[config.mk]
export PLATFORM = sky130hd
export DESIGN_NAME = sprite_rom
export DESIGN_NICKNAME = d
export VERILOG_FILES = /design/src/logic/snake_pkg.sv /design/src/logic/sprite_rom.sv
export SDC_FILE = /design/constraint.sdc
export NUM_CORES = 1
export LEC_CHECK = 0
export ABC_AREA = 1
export BUFFER_PORTS_ARGS = -buffer_cell sky130_fd_sc_hd__buf_2
export CAP_MARGIN = 10
export CORE_AREA = 2 2 39 41
export CTS_CLUSTER_DIAMETER = 30
export DETAILED_ROUTE_END_ITERATION = 10
export DIE_AREA = 0 0 41 43
export GPL_TIMING_DRIVEN = 1
export PLACE_DENSITY_LB_ADDON = 0.08
export SYNTH_ARGS = -nofsm -noshare
export SYNTH_HDL_FRONTEND = slang
export SYNTH_SLANG_ARGS = --single-unit
[constraint.sdc]
create_clock -name clk -period 1.1 [get_ports clk]
set_input_delay 0.165 -clock clk [delete_from_list [all_inputs] [get_ports clk]]
set_output_delay 0.165 -clock clk [all_outputs]
set_load 0.02 [all_outputs]
[src/logic/snake_pkg.sv]
// snake tile display shared definitions
// vga raster timing, tile geometry, host register map,
// tile kinds and the rgb565 sprite palette
package snake_pkg;

  // --------------------------------------------------------------------------
  // raster timing, 50 MHz clock, one pixel every two cycles
  // --------------------------------------------------------------------------

  // horizontal, in clock cycles
  localparam logic [10:0] h_active      = 11'd1280;
  localparam logic [10:0] h_front_porch = 11'd32;
  localparam logic [10:0] h_sync        = 11'd192;
  localparam logic [10:0] h_back_porch  = 11'd96;
  localparam logic [10:0] h_total       = h_active + h_front_porch + h_sync + h_back_porch;

  // vertical, in lines
  localparam logic [9:0] v_active      = 10'd480;
  localparam logic [9:0] v_front_porch = 10'd10;
  localparam logic [9:0] v_sync        = 10'd2;
  localparam logic [9:0] v_back_porch  = 10'd33;
  localparam logic [9:0] v_total       = v_active + v_front_porch + v_sync + v_back_porch;

  // --------------------------------------------------------------------------
  // tile geometry
  // --------------------------------------------------------------------------

  // tile edge in screen pixels
  localparam int tile_px  = 16;
  localparam int map_cols = 40;
  localparam int map_rows = 30;
  localparam int col_w    = 6;
  localparam int row_w    = 5;

  // counter value to colour output
  localparam int pipe_depth = 3;

  // --------------------------------------------------------------------------
  // encodings
  // --------------------------------------------------------------------------

  typedef enum logic [2:0] {
    tile_empty = 3'd0,
    tile_apple = 3'd1,
    tile_head  = 3'd2,
    tile_body  = 3'd3,
    tile_wall  = 3'd4
  } tile_kind_t;

  // host byte registers
  typedef enum logic [2:0] {
    reg_col  = 3'd0,
    reg_row  = 3'd1,
    reg_kind = 3'd2,
    reg_bg_r = 3'd3,
    reg_bg_g = 3'd4,
    reg_bg_b = 3'd5
  } reg_addr_t;

  // palette, indexed by tile kind, empty slot unused
  localparam logic [15:0] outline_color [0:4] = '{16'h0000, 16'h0000, 16'h0000,
                                                  16'h03e0, 16'h4208};
  localparam logic [15:0] fill_color [0:4] = '{16'h0000, 16'hf800, 16'h07e0,
                                               16'h07e0, 16'h8410};

endpackage
[src/logic/sprite_rom.sv]
// generated sprite table
// one rgb565 colour per tile kind and in-tile pixel, registered;
// outline colour on the tile edge, fill colour inside
`timescale 1ns/1ps

module sprite_rom (
  input  logic                  clk,
  input  snake_pkg::tile_kind_t kind,
  input  logic [3:0]            u,
  input  logic [3:0]            v,
  output logic [15:0]           color
);

  import snake_pkg::*;

  localparam logic [3:0] last_px = 4'(tile_px - 1);

  logic on_edge;
  logic known_kind;

  // one pixel ring around the tile
  assign on_edge = (u == 4'd0) || (u == last_px) || (v == 4'd0) || (v == last_px);

  // empty or out of range kinds have no sprite
  assign known_kind = (kind != tile_empty) && (kind <= tile_wall);

  // --------------------------------------------------------------------------
  // lookup
  // --------------------------------------------------------------------------

  always_ff @(posedge clk) begin
    if (!known_kind) begin
      // background substituted downstream
      color <= 16'h0000;
    end else if (on_edge) begin
      color <= outline_color[kind];
    end else begin
      color <= fill_color[kind];
    end
  end

endmodule

# Word-level counts from Yosys, hierarchy flattened
# Memories as Yosys holds them, arrays and structs flattened.
# Cells that the tools add are included.
# Widths: inputs -> output; s select.
# totals
ramBits	0
reg_bits	16
memories	2
word_cells	20
latchBits	0
romBits	256
# op_classes
n_div	0
magnitude_cmp	2
n_bitwise	1
muxes	5
eq_ne	2
multipliers	0
reduce_logical	7
n_shift	0
add_sub_neg	0
# mem_list
name	depth	width	rd	rd_clocked_by_memory_dff	write_ports	line_no	source
(no name shown)	8	16	1	0	0	sprite_rom.sv:38	color <= fill_color[kind];
(no name shown)	8	16	1	0	0	sprite_rom.sv:36	color <= outline_color[kind];
# ops
operator	count
$mux 16	5
$eq 4x4->1 const B	2
$logic_not 4->1	2
$ge 4x4->1 const B	1
$not 3->4	1
$le 3x3->1 const B	1
$logic_or 1x1->1	3
$reduce_bool 3->1	1
$logic_and 1x1->1	1

# Depth between registers and ports, before layout
# depth
ltp_word	5
ltp_mapped	7

# Worst setup path before layout
# OpenSTA, ideal clock, no wires.
# synth_timing
path_type	register -> output
from	reg, netlist name color[8]
to	out color[6]
path_slack_ns	0.295
required_ns	0.935
t_arrival_ns	0.640
path_stages_with_launch	2
n_path_buf	1
cell_sequence	dfxtp_1 > buf_4
# synth_rtl
item	line_no	source
end, declared	sprite_rom.sv:11	output logic [15:0] color

==> metrics.txt <==
outcome finished clean; critical-path cell list buf_2; Seq/Total Area, Yosys 0.379; synthesized area 423 µm²; H-tree Lvls 1; delay-heaviest family, CP flip-flops; fillcell total 160; Switch Pwr 0.000215 W; Max VDD drop 0.465 mV; 1st-pass router iterations 4; Final Setup Violations 0; CTS buffer count 3; final setup margin 0.169 ns; antenna-violating nets left 0; DP Wirelength 607 µm; first-pass GRT wire length 1.21 mm; Tmin final 0.931 ns; Die Area 0.00176 mm²; Die Wd 41 µm; Switching Share 0.302; arrival time at the worst endpoint 0.77 ns; # resized after CTS 0; Max Clk Rate 1070 MHz; Required @ worst endpoint 0.94 ns; CP bufs+invs 1; clk sinks 8; most frequent cells in the layout 24 x buf_2, 8 x dfxtp_1, 7 x nand2_1; hold buffer count at CTS 0; vias in the first global route 309; commonest non-fill, non-tap cell in the layout buf_2; yosys warns 0; clock power share 0.304; max-slew violations 0; total negative slack 0 ns; power share of the combinational group 0.253; Overflow after GRT 0; max FFs per register 8; Post-Route WL 714 µm; clk buf depth 2; Critical-path top delay cell dfxtp_1; average cell area after synthesis 7.98 µm²; # DRC 0; maxcap violations 0; Placer Congestion 0.745; Port Buf Inserts 24; Seq pwr share 0.443; CP startpoint kind flop; crit share post-route 0.846; drt via density 4.22; Gate Count Post-Synth 53; Post-CTS Setup Bufs 0; # rows 14; IO Pins 28; total core area 0.00138 mm²; die height 43 µm; Pint 0.000497 W; initial antenna violation count 0; clk slew on worst S/H paths 0.05 ns; RSZ-0062 raised after global routing false; Layout area overhead 26.0%; worst-path maximum fanout 4; Fin. Hold Viols 0; routed len/inst 7.93 µm; CTS tree yes; flop and latch count out of synthesis 8; Setup Slack @ Placement 0.237 ns; leakage 0.314 nW; multi-input logic area 188 µm²; layout cells sized above 1 0.541; DR vias 380; FF+latch area 160 µm²; starting density of the core 0.306; Total GRT Usage 0.106; antenna cells 0; largest net degree at the start of global routing 6; biggest regs color (8); P per Cell Area 1340 mW/mm²; CTS root buf clkbuf_4; Iter 0 DRT Violations 6; Netlist cell types 15; worst min path class primary input to flop; placed cell areas 510 µm²; fin nets 88; Biggest register color; Crit path largest cell delay 0.34 ns; Setup CP Type flop to output pin; Final Cell Area 533 µm²; Critical Path Sink Type output pin
## cells in the mapped netlist
cell type / number / area share
dfxtp_1: 8 / 0.38
nand4_1: 1 / 0.015
o21ai_0: 1 / 0.012
inv_1: 5 / 0.044
nand2_4: 1 / 0.027
a21oi_1: 3 / 0.035
o21ai_2: 5 / 0.10
buf_4: 8 / 0.14
nand2_1: 7 / 0.062
nor2_1: 5 / 0.044
nand2_2: 4 / 0.059
inv_2: 1 / 0.0089
nand3_2: 2 / 0.047
nand3_1: 1 / 0.012
conb_1: 1 / 0.0089
## per-stage QoR
stage	cells	util	hold slack (ns)	total power [W]
after global routing	90	0.385	0.207	0.000760
after CTS	90	0.385	0.198	0.000725
after detailed placement	87	0.369	0.464	0.000504
after floorplan	55	-	0.296	0.000459
final	90	0.385	0.203	0.000712
after global placement	87	0.369	0.469	0.000505
## tightest hold or removal path, cell delays in order
cell	delay [ns]
buf_2	0.13
nand3_2	0.08
inv_1	0.03
## kinds of logic after synthesis
| group | synth area share |
|---|---|
| AO/OA/AOI/OAI | 0.151 |
| buffers and inverters | 0.195 |
| flip-flops | 0.379 |
| other | 0.00887 |
| AND/OR/NAND/NOR | 0.266 |
## routing by layer
| metal | routed length [µm] | vias up | part of all wire | GRT usage |
|---|---|---|---|---|
| li1 | - | 204 | - | - |
| met1 | 317 | 152 | 0.44 | 0.133 |
| met2 | 286 | 20 | 0.40 | 0.125 |
| met3 | 82 | 4 | 0.11 | 0.0628 |
| met4 | 27 | 0 | 0.038 | 0.0800 |
| met5 | 0 | - | 0 | 0 |
## power groups by stage
stage	Combinational (W)	Sequential [W]	Clock, W
after detailed placement	0.000182	0.000322	0
final	0.000180	0.000316	0.000216
after global placement	0.000183	0.000322	0
after CTS	0.000183	0.000316	0.000227
after global routing	0.000202	0.000318	0.000240
after floorplan	0.000109	0.000350	0
## worst paths after layout
path	cells after the start	slack, ns	to	from
setup / recovery	1	0.17	color[7]	color[8]$_SDFF_PN0_
hold / removal	3	0.20	color[3]$_SDFF_PN0_	kind[2]
## final cells by class
type / count / share of cell area
multi-input combinational: 33 / 0.352
tap: 16 / 0.0376
sequential: 8 / 0.300
timing repair buffer: 24 / 0.225
inverter: 6 / 0.0423
clock buffer: 3 / 0.0423
Power figures use the tool's default switching activity.
