File: config.mk
export PLATFORM = sky130hd
export DESIGN_NAME = pixel_pipeline
export DESIGN_NICKNAME = d
export VERILOG_FILES = /design/src/logic/snake_pkg.sv /design/src/logic/pixel_pipeline.sv
export SDC_FILE = /design/constraint.sdc
export NUM_CORES = 1
export LEC_CHECK = 0
export BUFFER_PORTS_ARGS = -buffer_cell sky130_fd_sc_hd__buf_2
export CAP_MARGIN = 10
export CORE_ASPECT_RATIO = 2
export CORE_MARGIN = 8
export CORE_UTILIZATION = 30
export CTS_BUF_LIST = sky130_fd_sc_hd__clkbuf_4 sky130_fd_sc_hd__clkbuf_8
export DETAILED_ROUTE_END_ITERATION = 12
export GPL_TIMING_DRIVEN = 1
export PLACE_DENSITY_LB_ADDON = 0.2
export SETUP_SLACK_MARGIN = 0.2
export SKIP_LAST_GASP = 1
export SLEW_MARGIN = 40
export SYNTH_ARGS = -nofsm -noshare
export SYNTH_HDL_FRONTEND = slang
export SYNTH_SLANG_ARGS = --single-unit
File: constraint.sdc
create_clock -name clk -period 1.44 [get_ports clk]
set_input_delay 0.144 -clock clk [delete_from_list [all_inputs] [get_ports clk]]
set_output_delay 0.144 -clock clk [all_outputs]
set_load 0.02 [all_outputs]
File: src/logic/snake_pkg.sv
// snake tile display shared definitions
// vga raster timing, tile geometry, host register map,
// tile kinds and the rgb565 sprite palette
package snake_pkg;

  // --------------------------------------------------------------------------
  // raster timing, 50 MHz clock, one pixel every two cycles
  // --------------------------------------------------------------------------

  // horizontal, in clock cycles
  localparam logic [10:0] h_active      = 11'd1280;
  localparam logic [10:0] h_front_porch = 11'd32;
  localparam logic [10:0] h_sync        = 11'd192;
  localparam logic [10:0] h_back_porch  = 11'd96;
  localparam logic [10:0] h_total       = h_active + h_front_porch + h_sync + h_back_porch;

  // vertical, in lines
  localparam logic [9:0] v_active      = 10'd480;
  localparam logic [9:0] v_front_porch = 10'd10;
  localparam logic [9:0] v_sync        = 10'd2;
  localparam logic [9:0] v_back_porch  = 10'd33;
  localparam logic [9:0] v_total       = v_active + v_front_porch + v_sync + v_back_porch;

  // --------------------------------------------------------------------------
  // tile geometry
  // --------------------------------------------------------------------------

  // tile edge in screen pixels
  localparam int tile_px  = 16;
  localparam int map_cols = 40;
  localparam int map_rows = 30;
  localparam int col_w    = 6;
  localparam int row_w    = 5;

  // counter value to colour output
  localparam int pipe_depth = 3;

  // --------------------------------------------------------------------------
  // encodings
  // --------------------------------------------------------------------------

  typedef enum logic [2:0] {
    tile_empty = 3'd0,
    tile_apple = 3'd1,
    tile_head  = 3'd2,
    tile_body  = 3'd3,
    tile_wall  = 3'd4
  } tile_kind_t;

  // host byte registers
  typedef enum logic [2:0] {
    reg_col  = 3'd0,
    reg_row  = 3'd1,
    reg_kind = 3'd2,
    reg_bg_r = 3'd3,
    reg_bg_g = 3'd4,
    reg_bg_b = 3'd5
  } reg_addr_t;

  // palette, indexed by tile kind, empty slot unused
  localparam logic [15:0] outline_color [0:4] = '{16'h0000, 16'h0000, 16'h0000,
                                                  16'h03e0, 16'h4208};
  localparam logic [15:0] fill_color [0:4] = '{16'h0000, 16'hf800, 16'h07e0,
                                               16'h07e0, 16'h8410};

endpackage
File: src/logic/pixel_pipeline.sv
// three stage pixel pipeline
// stage 1 map read at the beam tile, stage 2 sprite lookup,
// stage 3 colour select; syncs and blank delayed to stay aligned
`timescale 1ns/1ps

module pixel_pipeline (
  input  logic                  clk,
  input  logic                  reset,
  input  logic [10:0]           hcount,
  input  logic [9:0]            vcount,
  input  logic                  hsync,
  input  logic                  vsync,
  input  logic                  blank_n,
  output logic [5:0]            rd_col,
  output logic [4:0]            rd_row,
  input  snake_pkg::tile_kind_t map_kind,
  output snake_pkg::tile_kind_t sprite_kind,
  output logic [3:0]            u,
  output logic [3:0]            v,
  input  logic [15:0]           color,
  input  logic [7:0]            bg_r,
  input  logic [7:0]            bg_g,
  input  logic [7:0]            bg_b,
  output logic [7:0]            vga_r,
  output logic [7:0]            vga_g,
  output logic [7:0]            vga_b,
  output logic                  vga_hs,
  output logic                  vga_vs,
  output logic                  vga_blank_n
);

  import snake_pkg::*;

  // sync and blank delay lines, one tap per stage
  logic [pipe_depth-1:0] hs_pipe;
  logic [pipe_depth-1:0] vs_pipe;
  logic [pipe_depth-1:0] blank_pipe;

  // kind carried alongside the sprite lookup
  tile_kind_t kind_d;

  // --------------------------------------------------------------------------
  // stage 1, tile address
  // --------------------------------------------------------------------------

  // two cycles per pixel, so tile column starts at hcount bit 5
  assign rd_col = hcount[10:5];
  // bit 9 only set below the visible area
  assign rd_row = vcount[8:4];

  // in-tile offset waits for the map read
  always_ff @(posedge clk) begin
    u <= hcount[4:1];
    v <= vcount[3:0];
  end

  // --------------------------------------------------------------------------
  // stage 2, sprite lookup
  // --------------------------------------------------------------------------

  assign sprite_kind = map_kind;

  always_ff @(posedge clk) begin
    kind_d <= map_kind;
  end

  // --------------------------------------------------------------------------
  // stage 3, colour select and delays
  // --------------------------------------------------------------------------

  always_ff @(posedge clk or posedge reset) begin
    if (reset) begin
      // syncs idle high
      hs_pipe    <= '1;
      vs_pipe    <= '1;
      blank_pipe <= '0;
    end else begin
      hs_pipe    <= {hs_pipe[pipe_depth-2:0], hsync};
      vs_pipe    <= {vs_pipe[pipe_depth-2:0], vsync};
      blank_pipe <= {blank_pipe[pipe_depth-2:0], blank_n};
    end
  end

  always_ff @(posedge clk or posedge reset) begin
    if (reset) begin
      vga_r <= '0;
      vga_g <= '0;
      vga_b <= '0;
    end else if (!blank_pipe[pipe_depth-2]) begin
      // black during blanking
      vga_r <= '0;
      vga_g <= '0;
      vga_b <= '0;
    end else if (kind_d == tile_empty) begin
      vga_r <= bg_r;
      vga_g <= bg_g;
      vga_b <= bg_b;
    end else begin
      // rgb565 widened to 8 bits a channel
      vga_r <= {color[15:11], 3'b000};
      vga_g <= {color[10:5], 2'b00};
      vga_b <= {color[4:0], 3'b000};
    end
  end

  assign vga_hs      = hs_pipe[pipe_depth-1];
  assign vga_vs      = vs_pipe[pipe_depth-1];
  assign vga_blank_n = blank_pipe[pipe_depth-1];

endmodule

# After elaboration in Yosys (flattened, before gate mapping)
# Cells that the tools add are included.
# word_totals
regBits	44
latch_bits	0
ramBits	0
rom_bits	0
inputBits	69
output_inout_bits	49
word_cells	16
memories	0
# classes
add_sub_neg	0
n_mul	0
div	0
magnitude_cmp	0
n_eq_ne	0
shifts	0
n_mux	6
n_bitwise	0
reduce_logical	1
# op_table
cell	n
8-bit two-way mux	6
3-bit zero test	1

# Logic depth before layout (Yosys ltp)
# Gate-level depths: netlist (run 1).
# logic_depth
word_depth	3
mapped_depth	3
depth_no_buf	2

# Least setup slack after synthesis (run 1)
# Ideal clock, no wire load.
# synth_path
path_kind	flip-flop to flip-flop
start	register kind_d[1]
end	register vga_b[3]
setup_ps	79
t_arrival_ps	917
t_required_ps	1361
path_slack_ps	444
path_stages_with_launch	4
n_path_buf	1
synth_period_minus_slack_ps	996
cell_sequence	dfxtp_1 -> nor3_4 -> buf_6 -> mux2i_1
# synth_between
elab_chain_len	3
# synth_lines
element	line	source
start: declaration	pixel_pipeline.sv:40	tile_kind_t kind_d;
start signal: assignment	pixel_pipeline.sv:64	kind_d <= map_kind;
3-bit zero test	pixel_pipeline.sv:94	end else if (kind_d == tile_empty) begin
8-bit two-way mux	pixel_pipeline.sv:94	
8-bit two-way mux	pixel_pipeline.sv:89	end else if (!blank_pipe[pipe_depth-2]) begin
end signal: assignment	pixel_pipeline.sv:97	vga_b <= bg_b;
end signal: assignment	pixel_pipeline.sv:102	vga_b <= {color[4:0], 3'b000};
end: declaration	pixel_pipeline.sv:26	output logic [7:0] vga_b,
# No other way between the ends.

# Worst setup path in the final report (run 1)
# layout_path
start	input port map_kind[1]
end	output port sprite_kind[1]
# layout_rtl
element	line	source
start: declaration	pixel_pipeline.sv:16	input snake_pkg::tile_kind_t map_kind,
end: declaration	pixel_pipeline.sv:17	output snake_pkg::tile_kind_t sprite_kind,
# No word-level cell between the ends.

==> results_dict.tcl, run 1 <==
set metrics [dict create \
    hold_viol 0 \
    clock-sinks 44 \
    nets 290 \
    grt_pass1_wl_um 6150 \
    cts_hold_buf 15 \
    synth_cell_types 12 \
    cp-start-kind "primary input" \
    multi_input_area_um2 347 \
    rr_startpoint "kind_d[1]" \
    rsz0062_at_grt "false" \
    synth_top_flop_cell "dfrtp_1" \
    synth_nets 191 \
    drive_above_1_share_pct 50.5 \
    cap_violations 0 \
    period_share_pct 76.6 \
    finalCriticalPeriod_ns 1.10 \
    ys_ff_latch 44 \
    clk_pin_slew_ns 0.08 \
    synth.avg_cell_area_um2 12.7 \
    ff_latch_area_um2 1050 \
    netlist.top_cell.by_area "dfrtp_1" \
    grt_usage_pct 9.82 \
    slew_headroom_pct 72.5 \
    dp_slack_ns 0.341 \
    die_area_um2 7860 \
    synth_area_um2 1550 \
    yosysSeqAreaShare_pct 68.0 \
    outcome "completed" \
    swShare_pct 24.6 \
    worst_slew_pin_slew_ns 0.413 \
    area_growth_pct 44.0 \
    end_kind "output pin" \
    rrSetupSlack_ns 0.36 \
    ir_drop_mv 0.723 \
    antenna-diode-count 0 \
    gp_congestion 0.755 \
    critPathLaunch "map_kind[1]" \
    die_y_um 118 \
    cts_resized 0 \
    coreArea_um2 5050 \
    max_freq_mhz 907 \
    cts_root_buf "clkbuf_8" \
    ys_top_cells_by_count "nand2_1 (32), dfrtp_1 (27), mux2i_1 (16)" \
    cp-endpoint "sprite_kind[1]" \
    synth_top_area_share_pct 43.6 \
    setup_ws_ns 0.337 \
    whs_ns 0.0895 \
    numPortBuffers 93 \
    htreeDepth 2 \
    synth_edf_count 0 \
    cts_tree "built" \
    yosys_warnings 0 \
    p_per_area_nw_per_um2 1090 \
    dpl.hpwl_um 2730 \
    row_count 37 \
    p_leak_nw 1.20 \
    cts_buffers 5 \
    hold_depth 3 \
    switchingPower_uw 599 \
    r2r_cells 3 \
    antenna_found_initial 0 \
    firstDrtPassIters 4 \
    p_int_mw 1.84 \
    tns_ns 0 \
    yosysMostFrequentCell "nand2_1" \
    fin_skew_ns 0.00425 \
    die_w_um 66.8 \
    synthArstFlopShare_pct 75.0 \
    power_frac_clock_pct 32.6 \
    grt_overflow_total 0 \
    grt_pass1_vias 1408 \
    arrival_ns 0.96 \
    synth_cells 122 \
    hold_path.class "primary input to flip-flop" \
    drtAntennaViolNets 0 \
    path_class "primary input to output pin" \
    drt_iter0_markers 58 \
    required_ns 1.30 \
    io_pins 118 \
    synth_area_leaders "dfrtp_1 (44%), dfxtp_1 (14%), mux2i_1 (10%), dfstp_2 (10%), nand2_1 (7.7%)" \
    pwr-share-comb_pct 13.5 \
    drt-total-wl_um 3750 \
    clock_path_buffers 2 \
    vias 1178 \
    wl_per_cell_um 13.4 \
    setup-violations-final 0 \
    grt_start_max_net_pins 34 \
    drc 0 \
    slew_viol_final 0 \
    initial_core_util_pct 30.7 \
    cp_max_fo 2 \
    vias_per_cell 4.21 \
    clock_latency_ns 0.29 \
    r2r-end "vga_b[5]" \
    fillers 507 \
    post_cts_buffers 0 \
    fin_util_pct 44.2 \
    pwr-share-seq_pct 54.0 \
    hold_path.startpoint "color[14]" \
]
[sequential cells by signal, indices dropped and copies added, names as in the netlist, 4 cells and up]
signal  flops
vga_g       8
u           4
vga_b       8
vga_r       8
v           4
[per-layer routing]
| metal | track usage (%) | wire [µm] | vias to the layer above | part of all wire [%] |
|---|---|---|---|---|
| li1 | - | - | 567 | - |
| met5 | 0 | 0 | - | 0 |
| met2 | 15.4 | 1620 | 86 | 43 |
| met3 | 6.29 | 601 | 6 | 16 |
| met4 | 3.23 | 57 | 0 | 1.5 |
| met1 | 10.2 | 1470 | 519 | 39 |
[area by class of cell]
class	count	share of cell area, %
well taps	58	3.25
clock buffers	6	3.70
multi-input cells	57	15.5
repair buffers	112	29.5
flip-flops and latches	44	47.2
clock inverters	2	0.673
inverters	1	0.168
[power by group through the flow]
| stage | registers [mW] | logic [mW] | clock network [mW] |
|---|---|---|---|
| floorplan | 1.41 | 0.139 | 0 |
| global placement | 1.34 | 0.302 | 0 |
| detailed placement | 1.34 | 0.304 | 0 |
| CTS | 1.32 | 0.336 | 0.845 |
| global route | 1.32 | 0.364 | 0.888 |
| finish | 1.32 | 0.329 | 0.793 |
[logic make-up (layout without fill, tap and decap cells)]
kind of cell	after synthesis	count (layout)	share of synthesized area, %
multiplexers	16	16	10.3
buffers and inverters	21	121	9.68
flip-flops	44	44	68.0
AND/OR/NAND/NOR	41	41	12.0
[critical path: stages]
cell	delay [ns]
dlygate4sd3_1	0.54
buf_2	0.13
buf_2	0.15
[through the flow]
step / total power [mW] / instance area (µm²) / std cells
2_1_floorplan: 1.55 / 1550 / 122
3_3_place_gp: 1.64 / 1980 / 257
3_5_place_dp: 1.64 / 1980 / 257
4_1_cts: 2.50 / 2230 / 280
5_1_grt: 2.57 / 2230 / 280
6_report: 2.44 / 2230 / 280
[layout by cell type (no fill, tap or decap), drive strengths merged]
cell type,count
buf,97
nand2,32
dfrtp,27
mux2i,16
dlygate4sd3,15
dfxtp,11
and3,8
clkbuf,6
dfstp,6
clkinvlp,2
nor3,1
inv,1
[worst min-delay path by stage]
stage,to,slack [ns]
6_report,vga_r[6],0.09
5_1_grt,vga_r[0],0.09
4_1_cts,vga_b[4],0.08
3_5_place_dp,u[1],0.25
3_3_place_gp,u[2],0.25
2_1_floorplan,hs_pipe[0],0.15
Power figures use the tool's default switching activity.
==> inputs of run 2 (changes only) <==
==> constraint.sdc (replaced) <==
create_clock -name clk -period 0.9 [get_ports clk]
set_input_delay 0.09 -clock clk [delete_from_list [all_inputs] [get_ports clk]]
set_output_delay 0.09 -clock clk [all_outputs]
set_load 0.02 [all_outputs]
==> run 2 against run 1 <==
  * The flow now finishes with violations (negative setup slack)
  * Sequential share of layout area shrank 5.0 points
  * Critical endpoint is now vga_b[6]
  * Worst hold slack lost 0.054 ns
  * Register-to-register slack lost 0.51 ns
  * Final cell count grew 0.71%
  * Largest cell class unchanged
  * Largest power group unchanged
  * Clock power grew 93%
  * First-iteration DRC count shrank 36%
  * Non-clock buffer count grew 2
  * Utilization grew 5.8 points
  * Via count grew 2.2%
==> results_dict.tcl, run 2 (same netlist as run 1, synthesis figures left out) <==
set metrics [dict create \
    numPortBuffers 93 \
    gp_congestion 0.718 \
    whs_ns 0.0357 \
    cts_buffers 5 \
    hold_viol 0 \
    initial_core_util_pct 30.7 \
    final_cell_mix "buf_2 (58), buf_6 (37), nand2_1 (32)" \
    fin_skew_ns 0.00818 \
    fin_util_pct 50.0 \
    switchingPower_uw 953 \
    clock-sinks 44 \
    final_common_cell "buf_2" \
    clock_path_buffers 2 \
    drt_iter0_markers 37 \
    coreArea_um2 5050 \
    io_pins 118 \
    pwr-share-seq_pct 49.6 \
    nets 292 \
    tns_ns -2.87 \
    outcome "finished, violations left" \
    cts_root_buf "clkbuf_8" \
    critPathLaunch "kind_d[2]" \
    setup-violations-final 29 \
    cp_max_fo 10 \
    fin_area_um2 2520 \
    cap_violations 0 \
    die_area_um2 7860 \
    grt_pass1_wl_um 6150 \
    rr_startpoint "kind_d[2]" \
    end_kind "flip-flop" \
    hold_path.startpoint "color[15]" \
    cp_slowest_stage_delay_ns 0.33 \
    vias_per_cell 4.27 \
    vias 1204 \
    finalCriticalPeriod_ns 1.05 \
    max_freq_mhz 950 \
    clk_pin_slew_ns 0.08 \
    path_class "flip-flop to flip-flop" \
    die_y_um 118 \
    arrival_ns 1.26 \
    antenna_found_initial 0 \
    slew_viol_final 0 \
    p_leak_nw 1.28 \
    cp-start-kind "flip-flop" \
    power_mw 4.29 \
    required_ns 1.10 \
    pwr-share-comb_pct 14.8 \
    crit_slowest_cell "dfxtp_2" \
    grt_usage_pct 9.92 \
    drtAntennaViolNets 0 \
    p_int_mw 3.34 \
    die_w_um 66.8 \
    setup_ws_ns -0.153 \
    period_share_pct 117 \
    grt_start_max_net_pins 34 \
    clock_latency_ns 0.29 \
    power_frac_clock_pct 35.5 \
    antenna-diode-count 0 \
    grt_pass1_vias 1372 \
    worst_slew_pin_slew_ns 0.217 \
    path_delay_family "flip-flops" \
    swShare_pct 22.2 \
    drive_above_1_share_pct 55.4 \
    cts_tree "built" \
    htreeDepth 2 \
    worst-path-buf-inv 1 \
    area_growth_pct 62.9 \
    wl_per_cell_um 13.5 \
    ir_drop_mv 1.26 \
    dpl.hpwl_um 2910 \
    rsz0062_at_grt "true" \
    grt_overflow_total 0 \
    path_cells "nor3_4, buf_6, mux2i_1" \
    top_regs "vga_b (8), vga_g (8), vga_r (8)" \
    row_count 37 \
    violations "negative setup slack" \
    hold_path.class "primary input to flip-flop" \
    drc 0 \
    slew_headroom_pct 85.5 \
    drt-total-wl_um 3810 \
    p_per_area_nw_per_um2 1700 \
    firstDrtPassIters 4 \
    fillers 463 \
    placed_cell_area_um2 2020 \
    post_cts_buffers 0 \
]
[run 2: final cells by class]
| cell class | count | area [µm²] | share of cell area [%] |
|---|---|---|---|
| well taps | 58 | 72.6 | 2.87 |
| multi-input cells | 57 | 347 | 13.7 |
| clock buffers | 6 | 82.6 | 3.27 |
| clock inverters | 2 | 38.8 | 1.54 |
| repair buffers | 114 | 912 | 36.1 |
| inverters | 1 | 7.51 | 0.297 |
| flip-flops and latches | 44 | 1060 | 42.2 |
[run 2: stage by stage]
stage | instances | setup WS (ns)
6_report | 282 | -0.153
4_1_cts | 282 | -0.174
5_1_grt | 282 | -0.214
3_3_place_gp | 259 | -0.120
2_1_floorplan | 122 | -0.0907
3_5_place_dp | 259 | -0.177
[run 2: path summary, 6_finish.rpt]
| kind | end | slack [ns] | cells after the start |
|---|---|---|---|
| max | vga_b[6] | -0.15 | 3 |
| min | vga_r[7] | 0.04 | 3 |
| max reg2reg | vga_b[6] | -0.15 | 3 |
| min reg2reg | blank_pipe[1] | 0.35 | 0 |
| max in group asynchronous | hs_pipe[1] | 0.28 | 4 |
| min in group asynchronous | vga_g[0] | 0.39 | 4 |
[run 2: routing by layer]
layer	up-vias	part of all wire (%)	global-route usage [%]
li1	573	-	-
met1	536	37	10.5
met2	88	46	14.8
met3	7	14	6.10
met4	0	2.3	4.98
met5	-	0	0
[run 2: power groups by stage]
stage | logic, mW | clock network, mW | registers [mW]
6_report | 0.636 | 1.53 | 2.13
5_1_grt | 0.691 | 1.66 | 2.14
4_1_cts | 0.645 | 1.59 | 2.13
3_5_place_dp | 0.503 | 0 | 2.15
3_3_place_gp | 0.500 | 0 | 2.14
2_1_floorplan | 0.223 | 0 | 2.25
[run 2: repair_timing]
item                                    4_1_cts  5_1_grt
resized for setup                            79        1
endpoints found under the hold margin        41        0
pin swaps                                     0        0
endpoints found under the setup margin       59       60
hold buffers                                 15        0
[run 2: worst min-delay path, cell delays in order]
cell and delay (ns):
buf_2 0.09, nand2_1 0.05, mux2i_1 0.05
==> inputs of run 3 (changes only) <==
--- a/config.mk
+++ b/config.mk
@@ -5,15 +5,15 @@
 export SDC_FILE = /design/constraint.sdc
 export NUM_CORES = 1
 export LEC_CHECK = 0
-export BUFFER_PORTS_ARGS = -buffer_cell sky130_fd_sc_hd__buf_2
 export CAP_MARGIN = 10
-export CORE_ASPECT_RATIO = 2
 export CORE_MARGIN = 8
 export CORE_UTILIZATION = 30
 export CTS_BUF_LIST = sky130_fd_sc_hd__clkbuf_4 sky130_fd_sc_hd__clkbuf_8
 export DETAILED_ROUTE_END_ITERATION = 12
+export DONT_BUFFER_PORTS = 1
 export GPL_TIMING_DRIVEN = 1
 export PLACE_DENSITY_LB_ADDON = 0.2
+export RECOVER_POWER = 25
 export SETUP_SLACK_MARGIN = 0.2
 export SKIP_LAST_GASP = 1
 export SLEW_MARGIN = 40
==> run 3 against run 2 <==
  * The flow still finishes with violations (negative setup slack)
  * Clock skew decreased by 0.0030 ns
  * Sequential power grew 5%
  * Power down 1.8%
  * Global-route usage rose by 0.61 points
  * Wire length up 13%
  * Non-clock buffer count decreased by 46
  * Fmax shrank 2.3%
  * Die area down 1.8%
  * Register-to-register slack got worse by 0.03 ns
==> results_dict.tcl, run 3 (same netlist as run 1, synthesis figures left out) <==
set metrics [dict create \
    outcome "finished, violations left" \
    violations "negative setup slack" \
    area_growth_pct 53.3 \
    hold_path.startpoint "hcount[7]" \
    htreeDepth 2 \
    antenna_found_initial 0 \
    cts_buffers 5 \
    worst_slew_pin_slew_ns 0.227 \
    die_y_um 87.9 \
    grt_pass1_vias 1174 \
    grt_pass1_wl_um 5990 \
    whs_ns 0.180 \
    initial_core_util_pct 30.7 \
    drt-total-wl_um 4300 \
    drt_iter0_markers 14 \
    end_kind "flip-flop" \
    drtAntennaViolNets 0 \
    nets 246 \
    place_inst 177 \
    finalNonFillerCells 248 \
    top_regs "vga_b (8), vga_g (8), vga_r (8)" \
    grt_overflow_total 0 \
    grt_usage_pct 10.5 \
    crit_slowest_cell "dfxtp_2" \
    cp-start-kind "flip-flop" \
    slew_viol_final 0 \
    slew_headroom_pct 84.9 \
    setup-violations-final 26 \
    coreArea_um2 5040 \
    max_freq_mhz 928 \
    cap_violations 0 \
    dpl.hpwl_um 2820 \
    vias_per_cell 4.14 \
    fin_util_pct 47.1 \
    p_leak_nw 1.03 \
    row_count 26 \
    final_common_cell "dlygate4sd3_1" \
    firstDrtPassIters 2 \
    cts_root_buf "clkbuf_8" \
    required_ns 1.11 \
    path_class "flip-flop to flip-flop" \
    vias 1026 \
    wl_per_cell_um 17.3 \
    grt_start_max_net_pins 31 \
    io_pins 118 \
    tns_ns -3.44 \
    finalCriticalPeriod_ns 1.08 \
    numPortBuffers 0 \
    rsz0062_at_grt "true" \
    p_per_area_nw_per_um2 1770 \
    antenna-diode-count 0 \
    hold_viol 0 \
    clk_pin_slew_ns 0.08 \
    clock_path_buffers 2 \
    worst-path-buf-inv 2 \
    hold_path.class "primary input to output pin" \
    arrival_ns 1.29 \
    die_area_um2 7720 \
    cp_max_fo 5 \
    path_depth 4 \
    period_share_pct 120 \
    final_cell_mix "dlygate4sd3_1 (55), nand2_1 (32), dfrtp_2 (18)" \
    gp_congestion 0.654 \
    clock_latency_ns 0.29 \
    ir_drop_mv 0.686 \
    setup_ws_ns -0.178 \
    r2r_cells 4 \
    cp_slowest_stage_delay_ns 0.33 \
    path_cells "nor3_4, buf_4, buf_6, mux2i_1" \
    rr_startpoint "kind_d[2]" \
    hold_depth 0 \
    power_mw 4.21 \
    path_delay_family "flip-flops" \
    die_w_um 87.9 \
    critPathLaunch "kind_d[2]" \
    drive_above_1_share_pct 31.5 \
    clock-sinks 44 \
    drc 0 \
    cts_tree "built" \
    fin_skew_ns 0.00522 \
]
-- run 3: changes by cell type in the layout (fill, tap and decap cells not counted), sizes merged --
cell and change:
buf -86, dlygate4sd3 +40
-- run 3: area by class of cell --
cell class | count | area [µm²]
clock buffers | 6 | 82.6
flip-flops and latches | 44 | 1110
multi-input cells | 57 | 347
well taps | 70 | 87.6
fillers | 462 | 2670
clock inverters | 2 | 38.8
inverters | 1 | 7.51
repair buffers | 68 | 707
-- run 3: worst paths after layout --
check | end | slack, ns
min in group asynchronous | vga_r[2] | 0.36
setup reg to reg | vga_r[7] | -0.18
max in group asynchronous | hs_pipe[1] | 0.34
hold reg to reg | vs_pipe[2] | 0.35
hold / removal | rd_col[2] | 0.18
setup / recovery | vga_r[7] | -0.18
-- run 3: report_power, final --
part | switching, mW | internal, mW | total, mW
combinational | 0.150 | 0.263 | 0.413
clock | 0.662 | 0.907 | 1.57
sequential | 0.154 | 2.08 | 2.23
total | 0.966 | 3.25 | 4.21
-- run 3: metal layers --
| layer | vias to the layer above | wire (µm) | GRT usage [%] |
|---|---|---|---|
| met1 | 493 | 1310 | 8.31 |
| met2 | 42 | 2590 | 21.5 |
| met4 | 0 | 81 | 5.47 |
| met5 | - | 0 | 0 |
| met3 | 9 | 313 | 3.66 |
| li1 | 482 | - | - |
-- run 3: stage by stage --
step                cell area [µm²]  worst slack (ns)
global route                   2380            -0.240
finish                         2380            -0.178
global placement               1570            -0.125
detailed placement             1570            -0.157
floorplan                      1560           -0.0907
CTS                            2300            -0.176
-- run 3: repair_timing --
action,in CTS,in global routing
setup buffers,0,6
hold buffers,55,0
resized for setup,33,5
hold endpoints to repair,71,0
gates cloned,0,2
setup endpoints to repair,60,77
