[config.mk]
export PLATFORM = sky130hd
export DESIGN_NAME = vga_timing
export DESIGN_NICKNAME = d
export VERILOG_FILES = /design/src/logic/snake_pkg.sv /design/src/logic/vga_timing.sv
export SDC_FILE = /design/constraint.sdc
export NUM_CORES = 1
export LEC_CHECK = 0
export ABC_CLOCK_PERIOD_IN_PS = 4550
export BUFFER_PORTS_ARGS = -buffer_cell sky130_fd_sc_hd__buf_4
export CAP_MARGIN = 10
export CORE_ASPECT_RATIO = 1.4
export CORE_MARGIN = 2
export CORE_UTILIZATION = 56
export DETAILED_ROUTE_END_ITERATION = 10
export PLACE_DENSITY_LB_ADDON = 0.1
export SLEW_MARGIN = 20
export SYNTH_ARGS = -nofsm -noshare
export SYNTH_HDL_FRONTEND = slang
export SYNTH_SLANG_ARGS = --single-unit
[constraint.sdc]
create_clock -name clk -period 4.55 [get_ports clk]
set_input_delay 0.91 -clock clk [delete_from_list [all_inputs] [get_ports clk]]
set_output_delay 0.91 -clock clk [all_outputs]
set_load 0.1 [all_outputs]
[src/logic/snake_pkg.sv]
// snake tile display shared definitions
// vga raster timing, tile geometry, host register map,
// tile kinds and the rgb565 sprite palette
package snake_pkg;

  // --------------------------------------------------------------------------
  // raster timing, 50 MHz clock, one pixel every two cycles
  // --------------------------------------------------------------------------

  // horizontal, in clock cycles
  localparam logic [10:0] h_active      = 11'd1280;
  localparam logic [10:0] h_front_porch = 11'd32;
  localparam logic [10:0] h_sync        = 11'd192;
  localparam logic [10:0] h_back_porch  = 11'd96;
  localparam logic [10:0] h_total       = h_active + h_front_porch + h_sync + h_back_porch;

  // vertical, in lines
  localparam logic [9:0] v_active      = 10'd480;
  localparam logic [9:0] v_front_porch = 10'd10;
  localparam logic [9:0] v_sync        = 10'd2;
  localparam logic [9:0] v_back_porch  = 10'd33;
  localparam logic [9:0] v_total       = v_active + v_front_porch + v_sync + v_back_porch;

  // --------------------------------------------------------------------------
  // tile geometry
  // --------------------------------------------------------------------------

  // tile edge in screen pixels
  localparam int tile_px  = 16;
  localparam int map_cols = 40;
  localparam int map_rows = 30;
  localparam int col_w    = 6;
  localparam int row_w    = 5;

  // counter value to colour output
  localparam int pipe_depth = 3;

  // --------------------------------------------------------------------------
  // encodings
  // --------------------------------------------------------------------------

  typedef enum logic [2:0] {
    tile_empty = 3'd0,
    tile_apple = 3'd1,
    tile_head  = 3'd2,
    tile_body  = 3'd3,
    tile_wall  = 3'd4
  } tile_kind_t;

  // host byte registers
  typedef enum logic [2:0] {
    reg_col  = 3'd0,
    reg_row  = 3'd1,
    reg_kind = 3'd2,
    reg_bg_r = 3'd3,
    reg_bg_g = 3'd4,
    reg_bg_b = 3'd5
  } reg_addr_t;

  // palette, indexed by tile kind, empty slot unused
  localparam logic [15:0] outline_color [0:4] = '{16'h0000, 16'h0000, 16'h0000,
                                                  16'h03e0, 16'h4208};
  localparam logic [15:0] fill_color [0:4] = '{16'h0000, 16'hf800, 16'h07e0,
                                               16'h07e0, 16'h8410};

endpackage
[src/logic/vga_timing.sv]
// vga raster generator
// 640x480 frame from a 50 MHz clock, each pixel spans two cycles
// two wrapping counters, sync and blank decoded from their values
`timescale 1ns/1ps

module vga_timing (
  input  logic        clk,
  input  logic        reset,
  output logic [10:0] hcount,
  output logic [9:0]  vcount,
  output logic        hsync,
  output logic        vsync,
  output logic        blank_n,
  output logic        vga_clk,
  output logic        vga_sync_n
);

  import snake_pkg::*;

  // sync pulse windows
  localparam logic [10:0] hs_start = h_active + h_front_porch;
  localparam logic [10:0] hs_end   = hs_start + h_sync;
  localparam logic [9:0]  vs_start = v_active + v_front_porch;
  localparam logic [9:0]  vs_end   = vs_start + v_sync;

  logic end_of_line;
  logic end_of_field;

  assign end_of_line  = (hcount == h_total - 11'd1);
  assign end_of_field = (vcount == v_total - 10'd1);

  // --------------------------------------------------------------------------
  // counters
  // --------------------------------------------------------------------------

  always_ff @(posedge clk or posedge reset) begin
    if (reset) begin
      hcount <= '0;
    end else if (end_of_line) begin
      hcount <= '0;
    end else begin
      hcount <= hcount + 11'd1;
    end
  end

  // line counter steps once per line
  always_ff @(posedge clk or posedge reset) begin
    if (reset) begin
      vcount <= '0;
    end else if (end_of_line) begin
      if (end_of_field) begin
        vcount <= '0;
      end else begin
        vcount <= vcount + 10'd1;
      end
    end
  end

  // --------------------------------------------------------------------------
  // decode
  // --------------------------------------------------------------------------

  // both syncs active low
  assign hsync = !((hcount >= hs_start) && (hcount < hs_end));
  assign vsync = !((vcount >= vs_start) && (vcount < vs_end));

  assign blank_n = (hcount < h_active) && (vcount < v_active);

  // 25 MHz pixel clock
  assign vga_clk = hcount[0];

  // no sync on green
  assign vga_sync_n = 1'b0;

endmodule

# Word-level counts from Yosys, hierarchy flattened
# Cells that the tools add are included.
[classes] n_addsub=2 magnitude_cmp=6 eq_ne=2 n_mux=2 n_reduce_logical=5
[op_table] cell="11-bit < comparator (second input constant)" n=2
[op_table] cell="10-bit by 9-bit < comparator with 1-bit output (second input constant)" n=2
[op_table] cell="11-bit by 1-bit adder with 11-bit output (second input constant)" n=1
[op_table] cell="11-bit equality test (second input constant)" n=1
[op_table] cell="11-bit greater-or-equal comparator (second input constant)" n=1
[op_table] cell="11-bit 2-to-1 mux" n=1
[op_table] cell="10-bit by 1-bit adder with 10-bit output (second input constant)" n=1
[op_table] cell="10-bit equality test (second input constant)" n=1
[op_table] cell="10-bit by 9-bit greater-or-equal comparator with 1-bit output (second input constant)" n=1
[op_table] cell="10-bit 2-to-1 mux" n=1
[op_table] cell="1-bit logical AND" n=3
[op_table] cell="1-bit zero test" n=2
[totals] reg_bits=21 input_bits=2 out_inout_bits=26 elab_cells=19

# Logic depth before layout (Yosys ltp)
# Gate-level depths: netlist of run 1.
[depth] ltp_word=3 ltp_mapped=6 ltp_nobuf=6

# Least setup slack after synthesis of run 1
# No wires, ideal clock.
[synth_path] path_type="flip-flop to output port" start="reg vcount[0]" end="out vsync" t_arrival_ns=2.887 required_time_ns=3.640 slack_ns=0.753 stages_incl_launch_ff=4 path_buffers=0 cell_sequence="dfrtp_1 inv_1 ha_1 o2111ai_1"
[synth_via] elab_chain_len=3 elab_cells_between_ends=4 classes_between="2 x order compare; 2 x reduce/logical"
[synth_rtl] item="from (decl)" line="vga_timing.sv:10" text="output logic [9:0] vcount,"
[synth_rtl] item="from (signal assigned)" line="vga_timing.sv:54" text="vcount <= vcount + 10'd1;"
[synth_rtl] item="10-bit by 9-bit greater-or-equal comparator with 1-bit output or 10-bit by 9-bit < comparator with 1-bit output (tied branches)" line="vga_timing.sv:65" text="assign vsync = !((vcount >= vs_start) && (vcount < vs_end));"
[synth_rtl] item="1-bit logical AND (*)" line="vga_timing.sv:65"
[synth_rtl] item="1-bit zero test (*)" line="vga_timing.sv:65"
[synth_rtl] item="to (decl)" line="vga_timing.sv:12" text="output logic vsync,"
# Mark *: on every way between the ends. The rest lies on a longest branch, timed or not.

# Final worst setup path of run 1
[layout_path] start="reg hcount[6]" end="out hsync"
[layout_via] elab_chain_len=3 elab_cells_between_ends=4 classes_between="2 x order compare; 2 x reduce/logical"
[layout_rtl] item="from (decl)" line="vga_timing.sv:9" text="output logic [10:0] hcount,"
[layout_rtl] item="from (signal assigned)" line="vga_timing.sv:42" text="hcount <= hcount + 11'd1;"
[layout_rtl] item="11-bit greater-or-equal comparator or 11-bit < comparator (tied branches)" line="vga_timing.sv:64" text="assign hsync = !((hcount >= hs_start) && (hcount < hs_end));"
[layout_rtl] item="1-bit logical AND (*)" line="vga_timing.sv:64"
[layout_rtl] item="1-bit zero test (*)" line="vga_timing.sv:64"
[layout_rtl] item="to (decl)" line="vga_timing.sv:11" text="output logic hsync,"
# Marks and branches as above.

==> summary.md, run 1 <==
| Metric | Value |
|---|---|
| Core area | `2130 µm²` |
| Placer Congestion | `0.815` |
| Final Slew Violations | `0` |
| Vias in the first global route | `893` |
| Critical path origin | `hcount[6]$_DFF_PP0_` |
| Antenna-violating nets left | `0` |
| R2r startpoint | `hcount[6]$_DFF_PP0_` |
| Largest net degree at the start of global routing | `22` |
| Die area | `2570 µm²` |
| Setup WS post-layout | `1.83 ns` |
| Placed instance area | `1380 µm²` |
| Synth Instances | `122` |
| Clock Skew | `0.00594 ns` |
| FFs w/ async S/R, synth | `1.00` |
| Total Routing Usage GR | `0.213` |
| Final hold violations | `0` |
| Hold depth | `1` |
| Ant diodes | `0` |
| Residual DRC count | `0` |
| CP Capture Type | `output pin` |
| Nets | `152` |
| Post-CTS Setup Bufs | `0` |
| Post-CTS Resized | `0` |
| CTS Buf Count | `3` |
| Via count | `956` |
| Die Wd | `43.4 µm` |
| Clk root buf | `clkbuf_4` |
| Clock buffer depth | `2` |
| Cell count along the critical path | `3` |
| Sum Neg Setup Slack | `0 ns` |
| Non-filler cells, final | `166` |
| Slowest CP cell | `dfrtp_1` |
| Num Clock Sinks | `21` |
| Synth unique cells | `37` |
| Clk Latency, worst-skew pair | `0.30 ns` |
| Remaining Overflow, GRT | `0` |
| VDD IR max | `0.000173 V` |
| Most used DFF post-synth | `dfrtp_1` |
| Fmax | `0.368 GHz` |
| DR WL/cell | `14.7 µm` |
| First-pass GRT wire length | `4080 µm` |
| Row count | `20` |
| Max stage delay on crit path | `0.52 ns` |
| Worst path bufs/invs | `1` |
| Place WS | `2.18 ns` |
| Critical path's top delay family | `simple AND/OR/NAND/NOR gates` |
| Hold crit path type | `flop to flop` |
| Final worst-path cycle share | `0.597` |
| RSZ-0062 raised after global routing | `no` |
| Initial Utilization | `0.574` |
| Most common cell after layout, fill and taps aside | `buf_4` |
| Crit path DAT | `1.81 ns` |
| Htree depth | `1` |
| Critical Path Source Type | `flop` |
| Initial drt markers | `22` |
| P_leak | `0.667 nW` |
| Aggregate routed wire length | `2430 µm` |
| Sequential share of the synthesized area | `0.431` |
| Crit-path cells | `and3_2 > or4_1 > buf_4` |
| Post-route cell area | `1410 µm²` |
| Layout Utilization | `0.661` |
| Syn Std Cell Area | `1220 µm²` |
| Overall die height | `59.2 µm` |
| Ports | `28` |
| Peak fanout along the critical path | `10` |
| Final number of setup-violating endpoints | `0` |
| Initial antenna violation count | `0` |
| Required time at the worst-slack endpoint | `3.64 ns` |
| Run status | `finished clean` |
| Hold Startpoint | `hcount[4]$_DFF_PP0_` |
| Hold-fix buffers, CTS | `0` |
| Layout cell share with drive strength beyond 1 | `0.250` |
| Port Buffer Count | `26` |
| PwrDens | `202 nW/µm²` |
| Register bit total from synthesis | `21` |
| Max_cap viols | `0` |
| Number of vias per cell | `5.76` |
| Slew @ Worst Pin | `0.822 ns` |
| R2R depth | `4` |
| Post-synth EDFFs | `0` |
| Syn Area/Cell | `10.0 µm²` |
| Yosys warns | `0` |
| Rel. slew slack | `0.452` |
| Min Tclk post-route | `2.72 ns` |
| Register clock-pin slew on the reported worst setup and hold paths | `0.12 ns` |
| Synthesized Nets | `129` |
| Inst Count DP | `162` |
| CTS tree | `yes` |
| Post-DP HPWL | `1800 µm` |
| Router iterations before antenna repair | `4` |
| Most frequent cells in the layout | `buf_4 (26), dfrtp_1 (21), nand3_1 (12)` |
| Critical path class | `flop to output pin` |
| Area grow syn2layout | `15.3%` |
cells by family after synthesis:
kind of cell             after synthesis  synth area share
AO/OA/AOI/OAI                         17            0.0964
XOR/XNOR                              11            0.0790
adder cells (fa/ha/maj)                5            0.0513
buffers and inverters                 15            0.0728
flip-flops                            21             0.431
multiplexers                           1           0.00821
other                                  1           0.00307
AND/OR/NAND/NOR                       51             0.258
per-layer routing:
| layer | wire length (µm) | track usage |
|---|---|---|
| met5 | 0 | 0 |
| met1 | 1000 | 0.249 |
| met3 | 77 | 0.0305 |
| met2 | 1300 | 0.375 |
| met4 | 49 | 0.108 |
through the flow:
stage                     hold WS, ns  power (mW)
final                           0.530       0.285
after global routing            0.563       0.295
after CTS                       0.536       0.290
after detailed placement        0.514       0.198
after global placement          0.501       0.198
after floorplan                 0.887       0.197
state kept, by name (all words and copies together) (netlist names):
register / count
hcount: 11
vcount: 10
path summary, 6_finish.rpt:
path,slack [ns],to
setup / recovery,1.83,hsync
hold / removal,0.53,hcount[4]$_DFF_PP0_
max in group asynchronous,3.28,hcount[1]$_DFF_PP0_
hold reg to reg,0.53,hcount[4]$_DFF_PP0_
min in group asynchronous,0.75,hcount[8]$_DFF_PP0_
setup reg to reg,2.64,vcount[8]$_DFFE_PP0N_
cell usage after synthesis, types with 2 or more instances:
| cell type | instances | area [µm²] |
|---|---|---|
| nand2_1 | 7 | 26.3 |
| a31oi_1 | 2 | 12.5 |
| ha_1 | 5 | 62.6 |
| o21ai_0 | 6 | 30.0 |
| and3_2 | 2 | 15.0 |
| and2_1 | 2 | 12.5 |
| inv_1 | 7 | 26.3 |
| nor3_1 | 6 | 30.0 |
| buf_6 | 2 | 22.5 |
| and3_1 | 4 | 25.0 |
| xnor2_1 | 6 | 52.6 |
| dfrtp_1 | 21 | 526 |
| nand3_1 | 12 | 60.1 |
| xor2_1 | 5 | 43.8 |
| nand4_1 | 3 | 18.8 |
| buf_4 | 4 | 30.0 |
| a21oi_1 | 2 | 10.0 |
| nor2_1 | 6 | 22.5 |
| clkbuf_2 | 2 | 10.0 |
where the power goes:
part / total [mW] / switching [mW] / leakage (nW) / internal, mW
Combinational: 0.00785 / 0.00727 / 0.373 / 0.000580
Clock: 0.0903 / 0.0561 / 0.0150 / 0.0342
Sequential: 0.187 / 0 / 0.279 / 0.187
Total: 0.285 / 0.0633 / 0.667 / 0.221
cell type report:
class	instances	area [µm²]
inverters	7	26.3
well taps	22	27.5
flip-flops and latches	21	526
multi-input cells	86	606
fillers	195	721
clock buffers	4	26.3
repair buffers	26	195
Power figures use the tool's default switching activity.
==> run 2: changes to the inputs <==
ABC_CLOCK_PERIOD_IN_PS = 2750   (was 4550)
CORE_UTILIZATION = 52   (was 56)
clock period = 2.75 ns   (was 4.55 ns; I/O delays follow)
==> run 2 against run 1 <==
  * Sequential power rose by 65%
  * Largest cell class unchanged
  * First-iteration DRC count rose by 4.5%
  * Critical endpoint unchanged
  * Die area rose by 7.1%
  * Global-route usage rose by 0.33 points
  * Design area rose by 1.2%
  * Combinational power rose by 63%
  * Total power rose by 64%
  * Highest routed layer unchanged
==> summary.md, run 2 (same netlist as run 1, synthesis figures left out) <==
| Metric | Value |
|---|---|
| Placer Congestion | `0.759 (-6.8%)` |
| Max_cap viols | `0 (unchanged)` |
| Number of vias per cell | `5.84 (+1.4%)` |
| Clk Latency, worst-skew pair | `0.29 ns (about the same)` |
| Clk root buf | `clkbuf_4` |
| First-pass GRT wire length | `4340 µm (+6.3%)` |
| VDD IR max | `0.000233 V (+35%)` |
| Aggregate routed wire length | `2420 µm (-0.62%)` |
| Sum Neg Setup Slack | `0 ns (unchanged)` |
| Slew @ Worst Pin | `0.789 ns (-0.0323 ns)` |
| Most common cell after layout, fill and taps aside | `buf_4` |
| Total Routing Usage GR | `0.217 (+0.00333)` |
| Router iterations before antenna repair | `4 (unchanged)` |
| Vias in the first global route | `954 (+6.8%)` |
| GR met3 Demand/Resource | `0.0264 (-0.00409)` |
| Critical path class | `flop to output pin` |
| R2R depth | `4 (unchanged)` |
| Residual DRC count | `0 (unchanged)` |
| Post-DP HPWL | `1810 µm (+0.45%)` |
| PwrDens | `329 nW/µm² (+62%)` |
| CP Capture Type | `output pin` |
| Largest Register | `hcount` |
| Ant diodes | `0 (unchanged)` |
| Critical Path Source Type | `flop` |
| Most frequent cells in the layout | `buf_4 (26), dfrtp_1 (21), nand3_1 (12)` |
| Row count | `20 (unchanged)` |
| Final hold violations | `0 (unchanged)` |
| Num Clock Sinks | `21 (unchanged)` |
| DR WL/cell | `14.6 µm (-0.62%)` |
| Max FFs per register | `11 (unchanged)` |
| CTS tree | `yes` |
| Min Tclk post-route | `2.36 ns` |
| Worst reg-to-reg setup slack | `0.83 ns (-1.81 ns)` |
| R2r startpoint | `hcount[6]$_DFF_PP0_` |
| Core area | `2200 µm² (+3.5%)` |
| Final Slew Violations | `0 (unchanged)` |
| Setup WS post-layout | `0.389 ns (-1.44 ns)` |
| Via count | `969 (+1.4%)` |
| Hold-fix buffers, CTS | `0 (unchanged)` |
| Final number of setup-violating endpoints | `0 (unchanged)` |
| CTS Buf Count | `3 (unchanged)` |
| Htree depth | `1 (unchanged)` |
| Largest regs | `hcount: 11 flops, vcount: 10 flops` |
| Required time at the worst-slack endpoint | `2.20 ns (-1.44 ns)` |
| Critical path endpoint | `hsync` |
| Remaining Overflow, GRT | `0 (unchanged)` |
| Rel. slew slack | `0.473 (+0.0216)` |
| Place WS | `0.717 ns (-1.46 ns)` |
| Ports | `28 (unchanged)` |
| Crit path DAT | `1.81 ns (about the same)` |
| Die area | `2750 µm² (+7.1%)` |
| Largest net degree at the start of global routing | `22 (unchanged)` |
| Run status | `finished clean` |
| Clock Skew | `0.00201 ns (-0.00393 ns)` |
| Port Buffer Count | `26 (unchanged)` |
| Fmax | `0.424 GHz` |
| Initial antenna violation count | `0 (unchanged)` |
| Fillers | `202 (+3.6%)` |
| Post-CTS Setup Bufs | `0 (unchanged)` |
| Worst R2R End | `vcount[8]$_DFFE_PP0N_` |
| Initial Utilization | `0.554 (-0.0196)` |
| Critical path origin | `hcount[6]$_DFF_PP0_` |
| Hold crit path type | `input pin to asynchronous set/reset pin` |
| P_leak | `0.667 nW (about the same)` |
| Nets | `152 (unchanged)` |
| Die Wd | `44.9 µm (+3.4%)` |
| Antenna-violating nets left | `0 (unchanged)` |
| RSZ-0062 raised after global routing | `no` |
| Overall die height | `61.3 µm (+3.5%)` |
| Layout cell share with drive strength beyond 1 | `0.257 (+0.00694)` |
| Register clock-pin slew on the reported worst setup and hold paths | `0.11 ns (about the same)` |
| Storage cell area | `526 µm² (unchanged)` |
| Peak fanout along the critical path | `10 (unchanged)` |
| M1 GR Usage | `0.259 (+0.0105)` |
| Post-CTS Resized | `0 (unchanged)` |
| Clock buffer depth | `2 (unchanged)` |
| Area grow syn2layout | `16.7%` |
| Top Usage Layer GRT | `met2` |
| Final worst-path cycle share | `0.859` |
| Area occupied by multi-input gates | `623 µm² (+2.9%)` |
| Met2 Usage GRT | `0.388 (+0.0125)` |
| Initial drt markers | `23 (+4.5%)` |
## run 2: cell count changes in the layout (fill, tap and decap cells not counted)
cell,previous run,this run
o2111ai_1,1,0
o2111ai_4,0,1
## run 2: how the worst min path moves through the flow
stage | end | startpoint | cells after the start | slack (ns)
after CTS | hcount[7]$_DFF_PP0_ | reset | 2 | 0.42
after global routing | vcount[5]$_DFFE_PP0N_ | reset | 2 | 0.46
after floorplan | hcount[0]$_DFF_PP0_ | reset | 1 | 0.53
final | vcount[5]$_DFFE_PP0N_ | reset | 2 | 0.39
after global placement | hcount[4]$_DFF_PP0_ | hcount[4]$_DFF_PP0_ | 1 | 0.50
after detailed placement | hcount[4]$_DFF_PP0_ | hcount[4]$_DFF_PP0_ | 1 | 0.51
## run 2: final cells by class
| type | instances | share of cell area |
|---|---|---|
| tap | 22 | 0.0193 |
| clock buffer | 4 | 0.0185 |
| multi-input combinational | 86 | 0.438 |
| sequential | 21 | 0.369 |
| timing repair buffer | 26 | 0.137 |
| inverter | 7 | 0.0185 |
## run 2: per-stage QoR
step           hold slack, ns   util  cell area [µm²]  cells  power, mW
6_report                0.388  0.647             1420    166      0.468
5_1_grt                 0.458  0.647             1420    166      0.492
4_1_cts                 0.416  0.647             1420    166      0.475
3_5_place_dp            0.508  0.635             1400    162      0.328
3_3_place_gp            0.501  0.635             1400    162      0.328
2_1_floorplan           0.527      -             1240    122      0.326
## run 2: power breakdown
group / total [mW] / switching [mW] / internal [mW]
logic: 0.0128 / 0.0118 / 0.000961
registers: 0.309 / 0 / 0.309
clock network: 0.146 / 0.0900 / 0.0564
## run 2: metal layers
layer,wire length [µm],vias up
met1,989,473
met3,82,2
met2,1330,20
met5,0,-
li1,-,474
met4,19,0
## run 2: worst max-delay path: stages (launching register included)
cell and delay (ns):
dfrtp_1 0.52, and3_2 0.26, or4_1 0.49, buf_4 0.24
==> run 3: changes to the inputs <==
ABC_AREA = 1   (was not set)
CORE_UTILIZATION = 53   (was 52)
==> run 3 against run 2 <==
  * Wire length grew 6.1%
  * Highest routed layer unchanged
  * Largest cell class unchanged
  * Hold slack lost 0.026 ns
  * First-iteration DRC count grew 35%
  * Combinational power is essentially flat
==> summary.md, run 3 <==
| Metric | Value |
|---|---|
| RSZ-0062 raised after global routing | `no` |
| Required time at the worst-slack endpoint | `2.20 ns (about the same)` |
| Final hold violations | `0 (unchanged)` |
| Final worst-path cycle share | `0.773 (-0.0852)` |
| Post-CTS Resized | `0 (unchanged)` |
| Hold-fix buffers, CTS | `0 (unchanged)` |
| Die area | `2750 µm² (-0.16%)` |
| P_leak | `0.772 nW (+16%)` |
| Post-CTS Setup Bufs | `0 (unchanged)` |
| Most frequent cells in the layout | `nand2_1 (31), buf_4 (26), inv_1 (25)` |
| Max_cap viols | `0 (unchanged)` |
| Vias in the first global route | `1010 (+5.9%)` |
| Clk Latency, worst-skew pair | `0.32 ns (+0.03 ns)` |
| Xor/xnor share of the synthesized area | `0.0565 (-0.0225)` |
| Post-synth top area cell | `dfrtp_1` |
| Syn Std Cell Area | `1240 µm² (+1.7%)` |
| CP Capture Type | `output pin` |
| Critical Path Source Type | `flop` |
| Post-synth EDFFs | `0 (unchanged)` |
| Row count | `20 (unchanged)` |
| Peak fanout along the critical path | `6 (-4)` |
| Ant diodes | `0 (unchanged)` |
| Clk root buf | `clkbuf_4` |
| Total Routing Usage GR | `0.212 (-0.00477)` |
| Port Buffer Count | `26 (unchanged)` |
| Synthesized Nets | `166 (+29%)` |
| Largest Register | `hcount` |
| Critical path's top delay family | `flip-flops` |
| Compound-Gate Fraction of Synth Area | `0.0504 (-0.0460)` |
| Register clock-pin slew on the reported worst setup and hold paths | `0.12 ns (about the same)` |
| Max FFs per register | `11 (unchanged)` |
| Final number of setup-violating endpoints | `0 (unchanged)` |
| Post-DP HPWL | `1930 µm (+6.5%)` |
| Max stage delay on crit path | `0.46 ns (-0.06 ns)` |
| Final Slew Violations | `0 (unchanged)` |
| Number of vias per cell | `5.30 (-9.2%)` |
| Area occupied by multi-input gates | `607 µm² (-2.6%)` |
| Critical path class | `flop to output pin` |
| Nets | `194 (+28%)` |
| FFs w/ async S/R, synth | `1.00 (unchanged)` |
| DR WL/cell | `12.3 µm (-15%)` |
| Setup WS post-layout | `0.623 ns (+0.234 ns)` |
| Power Total | `481 µW (+2.8%)` |
| Largest net degree at the start of global routing | `22 (unchanged)` |
| Register bit total from synthesis | `21 (unchanged)` |
| Core area | `2200 µm² (unchanged)` |
| Via count | `1102 (+14%)` |
| Yosys warns | `0 (unchanged)` |
| Overall die height | `61.3 µm (about the same)` |
| Initial drt markers | `31 (+35%)` |
| Slowest CP cell | `dfrtp_1` |
| Initial antenna violation count | `0 (unchanged)` |
| Most used DFF post-synth | `dfrtp_1` |
| Residual DRC count | `0 (unchanged)` |
| Largest regs | `hcount: 11 flops, vcount: 10 flops` |
| Initial Utilization | `0.564 (+0.00966)` |
| Synth Instances | `159 (+30%)` |
| Slew @ Worst Pin | `0.787 ns (-0.00201 ns)` |
| Fmax | `0.470 GHz (+11%)` |
| PwrDens | `323 nW/µm² (-1.8%)` |
| Clock Skew | `0.00488 ns (+0.00287 ns)` |
| Remaining Overflow, GRT | `0 (unchanged)` |
| Post-synth top area share | `0.423 (-0.00738)` |
| Layout cell share with drive strength beyond 1 | `0.226 (-0.0311)` |
| Place WS | `0.972 ns (+0.255 ns)` |
| Router iterations before antenna repair | `4 (unchanged)` |
| Clock buffer depth | `2 (unchanged)` |
| Aggregate routed wire length | `2560 µm (+6.1%)` |
| Crit path DAT | `1.58 ns (-0.23 ns)` |
| Syn Area/Cell | `7.81 µm² (-22%)` |
| Num Clock Sinks | `21 (unchanged)` |
| Top cells by count, synth | `nand2_1 (31), inv_1 (26), nor2_1 (22)` |
| Synth Area in Adders | `0.0504 (-0.000879)` |
| Sequential share of the synthesized area | `0.423 (-0.00738)` |
| Crit-path cells | `nand2_1 > nor2_1 > o211ai_1 > buf_4` |
| Storage cell area | `531 µm² (+0.95%)` |
| Mux contribution to synthesized area | `0 (-0.00821)` |
| Min Tclk post-route | `2.13 ns (-0.234 ns)` |
| Antenna-violating nets left | `0 (unchanged)` |
| Rel. slew slack | `0.474 (+0.00134)` |
| VDD IR max | `0.000289 V (+24%)` |
| Dominant cell by count in the synthesized netlist | `nand2_1` |
| Die Wd | `44.9 µm (about the same)` |
| Ports | `28 (unchanged)` |
| Most common cell after layout, fill and taps aside | `nand2_1` |
| First-pass GRT wire length | `4340 µm (unchanged)` |
| Htree depth | `1 (unchanged)` |
| Synth unique cells | `22 (-41%)` |
| Top cells by area, synth | `dfrtp_1 (42%), nand2_1 (9.4%), inv_1 (7.9%), nor2_1 (6.7%), ha_1 (5.0%)` |
| Combinational family with the most area after synthesis | `simple AND/OR/NAND/NOR gates` |
| Placer Congestion | `0.866 (+14%)` |
| Hold crit path type | `input pin to asynchronous set/reset pin` |
| Worst path bufs/invs | `1 (unchanged)` |
| Fillers | `206 (+2.0%)` |
| CTS Buf Count | `3 (unchanged)` |
| Simple-Gate Fraction of Synth Area | `0.314 (+0.0550)` |
| CTS tree | `yes` |
| Run status | `finished clean` |
| Area grow syn2layout | `20.1%` |
==> run 3: changes by cell type after synthesis, moves of 3 or more <==
cell / before / now
and3_1: 4 / 0
nand2_1: 7 / 31
xnor2_1: 6 / 1
nand3_2: 0 / 3
nand4_1: 3 / 7
o21ai_0: 6 / 10
nor3_1: 6 / 2
inv_1: 7 / 26
nor2_1: 6 / 22
==> run 3: area by class of cell <==
cell class / instances / area share
clock buffer: 4 / 0.0176
tap: 22 / 0.0185
sequential: 21 / 0.356
inverter: 27 / 0.0697
multi-input combinational: 108 / 0.407
timing repair buffer: 26 / 0.131
==> run 3: final timing paths <==
kind,end,startpoint,cells past startpoint,slack (ns)
min reg2reg,hcount[0]$_DFF_PP0_,hcount[0]$_DFF_PP0_,1,0.55
max reg2reg,vcount[9]$_DFFE_PP0N_,hcount[0]$_DFF_PP0_,6,0.95
max,vsync,vcount[5]$_DFFE_PP0N_,4,0.62
max in group asynchronous,vcount[0]$_DFFE_PP0N_,reset,2,1.81
min in group clk,hcount[0]$_DFF_PP0_,hcount[0]$_DFF_PP0_,1,0.55
min,hcount[0]$_DFF_PP0_,reset,2,0.36
==> run 3: routing by layer <==
layer  share of wire  global-route usage
met2            0.48               0.362
met4           0.017              0.0756
met5               0                   0
met1            0.46               0.280
met3           0.041              0.0176
==> run 3: kinds of logic after synthesis <==
group / Yosys count
xor+xnor: 8
other cells: 1
buf+inv: 30
compound gates: 12
fa+ha+maj: 5
simple gates: 82
flops: 21
==> run 3: report_power, final <==
group          switching, mW  internal (mW)
Combinational         0.0118       0.000961
Sequential                 0          0.309
Clock                  0.103         0.0569
==> run 3: worst register-to-register path, stage by stage, from the launching register on <==
cell	delay [ns]
dfrtp_1	0.44
ha_1	0.23
nand3_2	0.15
nor3_4	0.57
inv_1	0.17
nand2_1	0.09
nand2_1	0.05
==> run 3: per-stage QoR <==
stage               cells  hold WS (ns)  TNS [ns]  instance area [µm²]  utilization
finish                208         0.362         0                 1490        0.677
global route          208         0.457         0                 1490        0.677
CTS                   208         0.403         0                 1490        0.677
detailed placement    204         0.531         0                 1460        0.665
global placement      204         0.511         0                 1460        0.665
floorplan             159         0.526    -0.150                 1270            -
